## src/tcu_macros.svh

```systemverilog
/*
  Sizing for the integer dot-product unit. TCU_PSUM_W must hold the sum of
  four 8-bit or eight 4-bit products of one word pair, with sign.
*/
`ifndef TCU_MACROS_SVH
`define TCU_MACROS_SVH

// Operand word pairs per request, one lane each
`define TCU_LANES 4

// One packed operand word
`define TCU_WORD_W 32

// Signed partial sum of one lane
`define TCU_PSUM_W 20

// Accumulator term and result, wraps modulo 2^32
`define TCU_ACC_W 32

`endif

```

## src/tcu_pkg.sv

```systemverilog
/*
  Types shared by the dispatcher, lanes and reducer.
  Only integer formats exist; fmt encoding is fixed by the golden data.
*/
`include "tcu_macros.svh"

package tcu_pkg;

    // Element format of one request
    typedef enum logic [1:0] {
        FMT_I8 = 2'd0,
        FMT_U8 = 2'd1,
        FMT_I4 = 2'd2,
        FMT_U4 = 2'd3
    } tcu_fmt_e;

    // The same word seen as bytes or as nibbles, element 0 in the low bits
    typedef union packed {
        logic [`TCU_WORD_W/8-1:0][7:0] e8;
        logic [`TCU_WORD_W/4-1:0][3:0] e4;
    } tcu_word_u;

    // Full request as carried by the input handshake
    typedef struct packed {
        tcu_fmt_e                    fmt;
        tcu_word_u [`TCU_LANES-1:0]  a_row;
        tcu_word_u [`TCU_LANES-1:0]  b_col;
        logic [`TCU_ACC_W-1:0]       c;
    } tcu_req_t;

    // One word pair for one lane
    typedef struct packed {
        tcu_fmt_e  fmt;
        tcu_word_u a;
        tcu_word_u b;
    } tcu_lane_in_t;

    typedef logic signed [`TCU_PSUM_W-1:0] tcu_psum_t;

endpackage

```

## src/tcu_operand_dispatch.sv

```systemverilog
/*
  Input side of the unit. Sender must keep in_data stable while in_req is high
  and must not raise in_req again before in_ack has dropped.
*/
`include "tcu_macros.svh"

module tcu_operand_dispatch import tcu_pkg::*; (
    input  logic                              clk,
    input  logic                              rst_n,

    input  logic                              in_req,
    input  tcu_req_t                          in_data,
    output logic                              in_ack,

    input  logic                              stall,
    output logic                              lane_valid,
    output tcu_lane_in_t [`TCU_LANES-1:0]     lane_in,
    output logic [`TCU_ACC_W-1:0]             c_pipe
);

    tcu_req_t req_q;
    logic     take;

    // New request only when the handshake is idle and the register frees up
    assign take = in_req && !in_ack && (!lane_valid || !stall);

    always_ff @(posedge clk or negedge rst_n) begin
        if (!rst_n) begin
            in_ack <= 1'b0;
        end else if (take) begin
            in_ack <= 1'b1;
        end else if (!in_req) begin
            // Return to zero once the sender has let go
            in_ack <= 1'b0;
        end
    end

    always_ff @(posedge clk or negedge rst_n) begin
        if (!rst_n) begin
            lane_valid <= 1'b0;
        end else if (take) begin
            lane_valid <= 1'b1;
        end else if (!stall) begin
            lane_valid <= 1'b0;
        end
    end

    always_ff @(posedge clk) begin
        if (take) begin
            req_q <= in_data;
        end
    end

    // Fan out one word pair per lane, format copied to each
    always_comb begin
        for (int i = 0; i < `TCU_LANES; i++) begin
            lane_in[i].fmt = req_q.fmt;
            lane_in[i].a   = req_q.a_row[i];
            lane_in[i].b   = req_q.b_col[i];
        end
    end

    assign c_pipe = req_q.c;

    // An ack edge must answer a request that was present at the capture edge
    a_ack_follows_req: assert property (
        @(posedge clk) disable iff (!rst_n)
        $rose(in_ack) |-> $past(in_req)
    );

endmodule

```

## config.mk

```make
export PLATFORM = sky130hd
export DESIGN_NAME = tcu_operand_dispatch
export DESIGN_NICKNAME = d
export VERILOG_FILES = /design/src/tcu_pkg.sv /design/src/tcu_operand_dispatch.sv
export VERILOG_INCLUDE_DIRS = /design/src
export SDC_FILE = /design/constraint.sdc
export NUM_CORES = 1
export LEC_CHECK = 0
export BUFFER_PORTS_ARGS = -buffer_cell sky130_fd_sc_hd__buf_2
export CORE_AREA = 2 2 234 236
export CTS_BUF_LIST = sky130_fd_sc_hd__clkbuf_2
export DETAILED_ROUTE_END_ITERATION = 10
export DIE_AREA = 0 0 236 238
export GPL_TIMING_DRIVEN = 1
export MAX_ROUTING_LAYER = met4
export SLEW_MARGIN = 25
export SYNTH_ARGS = -nofsm -noshare
export SYNTH_HDL_FRONTEND = slang
export SYNTH_SLANG_ARGS = --single-unit
```

## constraint.sdc

```tcl
create_clock -name clk -period 19 [get_ports clk]
set_input_delay 0.95 -clock clk [delete_from_list [all_inputs] [get_ports clk]]
set_output_delay 0.95 -clock clk [all_outputs]
set_load 0.01 [all_outputs]
```

==> summary.txt <==
Timing
  – Worst slew margin: 0.307
  – Final setup viols: 0
  – Hold Vio Cnt, Final: 0
  – Crit share post-route: 0.138
  – RSZ-0062 raised after global routing: false
  – Post-route setup TNS: 0 ns
  – Worst-margin pin slew: 1.04 ns
  – F_max: 380 MHz
  – Worst Skew: 0.0469 ns
  – Minimum clock period: between 2 and 3 ns
  – Max-slew violations: 0
  – Final worst slack: 16.37 ns

Final layout
  – Register area: 8760 um2
  – P&R area growth vs syn: 80.2%
  – Multi-input logic area: 45.0 um2
  – Nets: approximately 1,500
  – Share of layout cells above drive strength 1: 0.563
  – Fillers: 5,386

Yosys
  – Simple-gate portion of the synthesized area: 0.00241
  – Net count after synthesis: 597
  – Synth Area in Compound Gates: 0.00142
  – Cell count after synthesis: 303
  – Largest family of logic cells by synthesized area: buffers and inverters
  – Share of the synthesized area in the top cell type: 0.985
  – Leading area contributor after synthesis: edfxtp_1
  – EDFF count, synth: 290
  – Syn_area_per_cell: 29.2 um2
  – Top post-synthesis cells by area: edfxtp_1 (99%), dfrtp_1 (0.57%), buf_4 (0.51%)
  – Post-Syn Area: 8840 um2
  – FF+latch count, synth: 292
  – Sequential share of the synthesized area: 0.991
  – Adder-cell area share of the yosys netlist: 0
  – Post-synthesis xor/xnor area fraction: 0
  – Netlist cell types: 7
  – Synth async-reset ratio: 0.00685
  – Yosys warns: 0
  – Cell with the most instances after synthesis: edfxtp_1
  – Top post-synthesis cells by count: edfxtp_1 (290), buf_4 (6), dfrtp_1 (2), nand2_1 (2)
  – Top_reg_cell synth: edfxtp_1
  – Post-synthesis mux area share: 0

Hold path
  – Hold Crit Class: input port to flop

Routing
  – Wire length on met1: around 11,000 um
  – Vias per inst: 3.41
  – DR DRC count: 0
  – Met2 WL: 15,800 um
  – Drt pass-1 iters: 4
  – ANT nets after route: 0
  – DR WL met3: 3340 um
  – DR iter-0 viols: 218
  – DR WL/cell: 15.6 um
  – WL final: 31,000 um
  – Vias: about 6,800
  – Max layer used: met4

Global route
  – First-pass GRT wire length: approximately 43,000 um
  – Vias in the first global route: approximately 7,500
  – Grt total ovfl: 0
  – Largest net degree at the start of global routing: 156
  – GRT Resource Usage Total: 0.108
  – Initial antenna violation count: 11

Die
  – Initial Util: 0.165
  – Ports: ~600
  – Die width: ~240 um
  – Die Ht: 238 um
  – Die ar.: 56,200 um2
  – Num rows: 85
  – Area of the core: 53,500 um2

Critical path
  – Worst Path Arrival: 3.20 ns
  – Crit path launch type: flop
  – Crit path kind: flop to flop
  – Worst stage delay on the critical path: 0.88 ns
  – Worst endpoint required time: 19.57 ns
  – CP max-delay cell: buf_4
  – CP cell instances: nand2b_4 -> a21oi_4 -> buf_4 -> buf_4
  – Reg-to-reg setup timing slack: 16.37 ns
  – Crit. End Element: flop
  – Max Fanout on Critical Path: 82
  – Most used cell, CP: buf_4

Pwr
  – PwrDens: 84.8 nW/um2
  – Leak: 6.69 nW
  – Max VDD drop: 0.0496 mV

Clock tree
  – Worst-path clk slew: 0.10 ns
  – CTS H-tree depth: 3
  – Num CTS Buffers: 78
  – Clock tree sinks: 292
  – Clock buffer depth: 3
  – Root Driver: clkbuf_2
  – Worst-Skew Late Latency: between 0.9 and 1 ns
  – CTS tree: done

Status
  – Status: complete, no violations

Run
  – Max-Cap Viols: 0

Placed design
  – Port bufs: between 500 and 600
  – GPL Wtd Cong: 0.790
  – Post-Place Setup Slack: 15.79 ns
  – Post-DP HPWL: 21,600 um
## cell families after synthesis
| logic type | Yosys count |
|---|---|
| compound gates | 2 |
| buf+inv | 6 |
| flops | 292 |
| simple gates | 3 |
## placed cells by master, fill, tap and decap left out
cell type	n
buf_2	591
edfxtp_1	290
dlygate4sd3_1	250
clkbuf_2	107
clkinv_1	13
diode_2	9
clkinv_2	9
clkinv_4	4
nand2_1	2
inv_2	2
bufinv_16	2
dfrtp_1	2
buf_4	2
nand2b_4	1
a21oi_4	1
o21a_1	1
buf_12	1
## timing repair
action	CTS	global route
resized for setup	0	0
hold buffers	249	1
buffers inserted	0	0
hold endpoints to repair	250	1
## flip-flops by register name, indices dropped and copies added, names as in the netlist
register and cells:
lane_valid 1, in_ack 1, c_pipe 32, lane_in 258
## layer usage
metal,global-route usage,vias up
li1,-,3123
met5,-,-
met3,0.0514,62
met1,0.107,3146
met2,0.184,424
met4,0.0409,0
## final cells by class
| cell class | count | area share |
|---|---|---|
| Multi-Input combinational cell | 5 | 0.00283 |
| Clock buffer | 107 | 0.0336 |
| Antenna cell | 9 | 0.00141 |
| Sequential cell | 292 | 0.550 |
| Tap cell | 696 | 0.0547 |
| Timing Repair Buffer | 844 | 0.345 |
| Clock inverter | 30 | 0.0123 |
## power by group
group / switching [mW] / total [mW] / internal, mW
Sequential: 0.00984 / 0.759 / 0.749
Combinational: 0.0669 / 0.143 / 0.0756
Clock: 0.266 / 0.450 / 0.184
Total: 0.343 / 1.35 / 1.01
## worst max-delay path, delay by kind of cell (launching register included)
| kind | cells | cell delay, ns |
|---|---|---|
| AO/OA/AOI/OAI | 1 | 0.10 |
| buffers and inverters | 2 | 1.46 |
| flip-flops | 1 | 0.41 |
| AND/OR/NAND/NOR | 1 | 0.16 |
## per-stage QoR
stage | std cells | instance area [um2] | util | power [mW] | hold WS, ns
6_report | 1983 | 15900 | 0.298 | 1.35 | 0.194
2_1_floorplan | 303 | 8840 | - | 0.823 | 0.543
3_5_place_dp | 1587 | 12700 | 0.237 | 0.875 | 0.540
5_1_grt | 1983 | 15900 | 0.298 | 1.43 | -0.00765
3_3_place_gp | 1587 | 12700 | 0.237 | 0.871 | 0.506
4_1_cts | 1973 | 15900 | 0.297 | 1.38 | 0.000720
## final timing paths
kind                       cells after the start           end         start
max                                            4  lane_in[231]        in_ack
min in group asynchronous                      2    lane_valid         rst_n
max in group asynchronous                      2        in_ack         rst_n
min                                            1  lane_in[210]  in_data[140]
max reg2reg                                    4  lane_in[231]        in_ack
min reg2reg                                    1        in_ack        in_ack
No activity file was read; power rests on OpenSTA's default activity.
