`src/tcu_macros.svh`:
```
/*
  Sizing for the integer dot-product unit. TCU_PSUM_W must hold the sum of
  four 8-bit or eight 4-bit products of one word pair, with sign.
*/
`ifndef TCU_MACROS_SVH
`define TCU_MACROS_SVH

// Operand word pairs per request, one lane each
`define TCU_LANES 4

// One packed operand word
`define TCU_WORD_W 32

// Signed partial sum of one lane
`define TCU_PSUM_W 20

// Accumulator term and result, wraps modulo 2^32
`define TCU_ACC_W 32

`endif

```
`src/tcu_pkg.sv`:
```
/*
  Types shared by the dispatcher, lanes and reducer.
  Only integer formats exist; fmt encoding is fixed by the golden data.
*/
`include "tcu_macros.svh"

package tcu_pkg;

    // Element format of one request
    typedef enum logic [1:0] {
        FMT_I8 = 2'd0,
        FMT_U8 = 2'd1,
        FMT_I4 = 2'd2,
        FMT_U4 = 2'd3
    } tcu_fmt_e;

    // The same word seen as bytes or as nibbles, element 0 in the low bits
    typedef union packed {
        logic [`TCU_WORD_W/8-1:0][7:0] e8;
        logic [`TCU_WORD_W/4-1:0][3:0] e4;
    } tcu_word_u;

    // Full request as carried by the input handshake
    typedef struct packed {
        tcu_fmt_e                    fmt;
        tcu_word_u [`TCU_LANES-1:0]  a_row;
        tcu_word_u [`TCU_LANES-1:0]  b_col;
        logic [`TCU_ACC_W-1:0]       c;
    } tcu_req_t;

    // One word pair for one lane
    typedef struct packed {
        tcu_fmt_e  fmt;
        tcu_word_u a;
        tcu_word_u b;
    } tcu_lane_in_t;

    typedef logic signed [`TCU_PSUM_W-1:0] tcu_psum_t;

endpackage

```
`src/tcu_result_reduce.sv`:
```
/*
  Sums lane results and c modulo 2^32 and sends them on out_req/out_ack.
  Receiver must hold out_ack high until out_req drops.
*/
`include "tcu_macros.svh"

module tcu_result_reduce import tcu_pkg::*; (
    input  logic                           clk,
    input  logic                           rst_n,

    input  logic                           psum_valid,
    input  tcu_psum_t [`TCU_LANES-1:0]     psum,
    input  logic [`TCU_ACC_W-1:0]          c_pipe,
    output logic                           stall,

    output logic                           out_req,
    output logic [`TCU_ACC_W-1:0]          out_data,
    input  logic                           out_ack
);

    localparam int ACC_W = `TCU_ACC_W;

    logic [ACC_W-1:0] c_q;
    logic [ACC_W-1:0] sum_d;
    logic             busy;

    // Holding a result until the whole four-phase transfer is over
    assign stall = busy;

    // c rides alongside the lane registers so it lines up with psum
    always_ff @(posedge clk) begin
        if (!busy) begin
            c_q <= c_pipe;
        end
    end

    always_comb begin
        sum_d = c_q;
        for (int i = 0; i < `TCU_LANES; i++) begin
            sum_d = sum_d + ACC_W'(psum[i]);
        end
    end

    always_ff @(posedge clk) begin
        if (!busy && psum_valid) begin
            out_data <= sum_d;
        end
    end

    always_ff @(posedge clk or negedge rst_n) begin
        if (!rst_n) begin
            busy    <= 1'b0;
            out_req <= 1'b0;
        end else if (!busy) begin
            if (psum_valid) begin
                busy    <= 1'b1;
                out_req <= 1'b1;
            end
        end else if (out_req) begin
            if (out_ack) begin
                out_req <= 1'b0;
            end
        end else if (!out_ack) begin
            // Ack has returned to zero, transfer done
            busy <= 1'b0;
        end
    end

    a_data_stable: assert property (
        @(posedge clk) disable iff (!rst_n)
        (out_req && !out_ack) |=> $stable(out_data)
    );

endmodule

```
`config.mk`:
```
export PLATFORM = sky130hd
export DESIGN_NAME = tcu_result_reduce
export DESIGN_NICKNAME = d
export VERILOG_FILES = /design/src/tcu_pkg.sv /design/src/tcu_result_reduce.sv
export VERILOG_INCLUDE_DIRS = /design/src
export SDC_FILE = /design/constraint.sdc
export NUM_CORES = 1
export LEC_CHECK = 0
export BUFFER_PORTS_ARGS = -buffer_cell sky130_fd_sc_hd__buf_2
export CAP_MARGIN = 30
export CORE_MARGIN = 3
export CORE_UTILIZATION = 50
export CTS_CLUSTER_SIZE = 28
export DETAILED_ROUTE_END_ITERATION = 7
export PLACE_DENSITY = 0.8
export SLEW_MARGIN = 10
export SYNTH_ARGS = -nofsm -noshare
export SYNTH_HDL_FRONTEND = slang
export SYNTH_SLANG_ARGS = --single-unit
```
`constraint.sdc`:
```
create_clock -name clk -period 3.2 [get_ports clk]
set_input_delay 0.64 -clock clk [delete_from_list [all_inputs] [get_ports clk]]
set_output_delay 0.64 -clock clk [all_outputs]
set_load 0.1 [all_outputs]
```
==> results.yml <==
outcome:
  run_status: "finished with violations"
  failed_checks: "negative setup slack"
drt:
  firstDrtPassIters: 5
  via_per_inst: 4.98
  drtAntennaViolNets: 0
  dr.first_iter.drc_count: 238
  routedWlPerCell_um: 15.5
  wl_met2_mm: 8.36
  drt-met1-wl_mm: 5.52
  wl_met3_um: 757
  wirelength_mm: 15.0
  dr_total_vias: 4822
  top_layer: "met4"
  drc: 0
global_route:
  grt_pass1_vias: 5251
  grt_pass1_wl_mm: 23.4
  grt_max_degree: 34
  antenna_found_initial: 0
  globalRoute.totalOverflow: 0
  grt.total_usage_pct: 22.8
synthesis:
  async_flop_share_pct: 3.03
  ys.flop_type: "edfxtp_1"
  ys_warn_count: 0
  postSynthAreaPerCell_um2: 10.3
  ys_types: 46
  ys_ff_latch: 66
  synthesis.nets: 777
  yosysSeqAreaShare_pct: 34.2
  syn_inst: 557
  synth_area_um2: 5760
  synth_edf_count: 64
clock_tree:
  cts_buffers: 9
  htree_levels: 3
  tritoncts: "done"
  clk_path_buf_depth: 2
  clkTransAtPathRegs_ns: 0.06
  clock-sinks: 66
  cts-root-buf: "clkbuf_16"
  insertion_delay_ns: 0.34
  cts_hold_buf: 0
timing:
  min_period_ns: 4.00
  setup_ws_ns: -0.799
  finalSetupViolations: 28
  worst_pin_slew_ns: 0.822
  rsz0062_at_grt: "true"
  drv_slew: 0
  fin_crit_sh_pct: 125
  finClkSkew_ns: 0.00606
  max_freq_mhz: 250
  final-hold-violation-count: 0
  whs_ns: 0.0669
  maxSlewHeadroom_pct: 45.1
worst_setup_path:
  path_class: "primary input to flop"
  cp-startpoint: "psum[42]"
  crit_end: "out_data[26]$_DFFE_PP_"
  startpoint_type: "primary input"
  cp.required_ns: 3.29
  r2r-end: "out_data[21]$_DFFE_PP_"
  endpoint_kind: "flop"
  cp.arrival_ns: 4.09
  rrSetupSlack_ns: 0.22
  rr_startpoint: "c_q[1]$_DFFE_PN_"
  path_max_fanout: 3
  r2r_cells: 13
floorplanning:
  die_area_um2: 12800
  rows: 38
  die_x_um: 113
  core_area_um2: 11000
  boundaryPins: 150
  die_h_um: 113
  start_util_pct: 52.2
cells_and_area:
  fillers: 657
  fin_nets: 1043
  drive_above_1_share_pct: 47.0
  areaGrowthSynthToFinish_pct: 50.0
  num_antenna_cells: 0
flow_run:
  cap_violations: 0
placed_design:
  io_buffer_count: 149
  place_hpwl_mm: 10.5
  gp_congestion: 0.864
min_path:
  worstHoldPathType: "primary input to asynchronous set/reset pin"
-- repair_timing --
action,4_1_cts,5_1_grt
buffers inserted,16,9
cloned,0,0
gates resized for setup,65,73
endpoints found under the setup margin,28,28
pin swaps,48,58
-- synthesized netlist by cell type (2+ instances only) --
library cell	count	area (um^2)
nor3_1	6	30.0
nor2b_1	3	18.8
a211oi_1	2	15.0
nor4_1	2	12.5
xnor2_1	18	158
a31oi_1	3	18.8
xor2_1	10	87.6
a211o_1	3	26.3
and2_1	6	37.5
inv_1	178	668
o21a_1	7	52.6
o22ai_1	3	18.8
ha_1	33	413
o211ai_1	2	15.0
o31ai_1	2	15.0
and3_1	6	37.5
nand2b_1	2	12.5
mux2i_1	2	20.0
a21o_1	7	52.6
nand3_1	9	45.0
nand2_1	22	82.6
nor2_1	18	67.6
nand4_1	4	25.0
o21ai_1	4	20.0
o21ai_0	13	65.1
edfxtp_1	64	1920
fa_1	71	1420
dfrtp_1	2	50.1
o21bai_1	2	15.0
clkbuf_1	7	26.3
a21oi_1	31	155
-- sequential cells by signal, indices dropped and copies added (netlist names) --
name / flops
out_data: 32
out_req: 1
c_q: 32
stall: 1
-- placed cells by master (no fill, tap or decap), types with 11 or more instances in the layout --
cell type,n
buf_2,142
xnor2_1,13
fa_1,67
nor2_1,11
buf_4,94
buf_6,24
ha_1,16
ha_4,17
inv_1,151
a21oi_2,12
edfxtp_1,64
a21oi_1,18
inv_2,23
nand2_1,18
-- critical path: stages --
cell and delay, ns:
buf_6 0.07, inv_4 0.03, fa_1 0.54, inv_2 0.04, fa_1 0.57, inv_2 0.05
fa_2 0.56, buf_6 0.11, inv_4 0.03, ha_4 0.21, a21oi_4 0.16, nor2_2 0.06
o21a_1 0.22, buf_6 0.14, o2111ai_4 0.23, nand2_4 0.11, a31oi_4 0.21, xnor2_2 0.10
-- layout make-up --
type	count	area, um^2	share of cell area [%]
clock buffer	10	239	2.77
clock inverter	6	136	1.58
multi-input combinational	306	3700	42.8
tap	140	175	2.03
timing repair buffer	262	1730	20.0
inverter	178	688	7.97
sequential	66	1970	22.8
-- per-stage QoR --
step / TNS (ns) / cells / setup slack (ns) / utilization, % / instance area, um^2
after floorplan: -16.63 / 557 / -0.955 / - / 5900
after global placement: -25.80 / 930 / -1.21 / 67.8 / 7480
after detailed placement: -27.88 / 930 / -1.27 / 67.8 / 7480
after CTS: -15.95 / 960 / -0.763 / 74.7 / 8240
after global routing: -19.60 / 968 / -0.896 / 78.3 / 8640
final: -17.30 / 968 / -0.799 / 78.3 / 8640
-- worst min path at each step --
stage                from  slack, ns                  end
floorplan           rst_n       0.34  out_req$_DFFE_PN0P_
global placement    rst_n       0.42  out_req$_DFFE_PN0P_
detailed placement  rst_n       0.43  out_req$_DFFE_PN0P_
CTS                 rst_n       0.06  out_req$_DFFE_PN0P_
global route        rst_n       0.06  out_req$_DFFE_PN0P_
finish              rst_n       0.07  out_req$_DFFE_PN0P_
-- per-layer routing --
| layer | track usage (%) | vias up |
|---|---|---|
| met2 | 42.7 | 154 |
| met1 | 25.5 | 2340 |
| met3 | 4.49 | 36 |
| li1 | - | 2292 |
| met5 | 0 | - |
| met4 | 8.57 | 0 |
-- logic make-up (layout without fill, tap and decap cells) --
| group | after synthesis | in the layout | synth area share [%] |
|---|---|---|---|
| AO/OA/AOI/OAI | 91 | 91 | 10.5 |
| XOR/XNOR | 28 | 28 | 4.26 |
| adder cells (fa/ha/maj) | 104 | 104 | 31.8 |
| buffers and inverters | 185 | 456 | 12.1 |
| flip-flops | 66 | 66 | 34.2 |
| multiplexers | 2 | 2 | 0.348 |
| AND/OR/NAND/NOR | 81 | 81 | 6.76 |
Power is not shown: default switching activity piles up to over one toggle a cycle in this logic, so the estimate is an artifact.
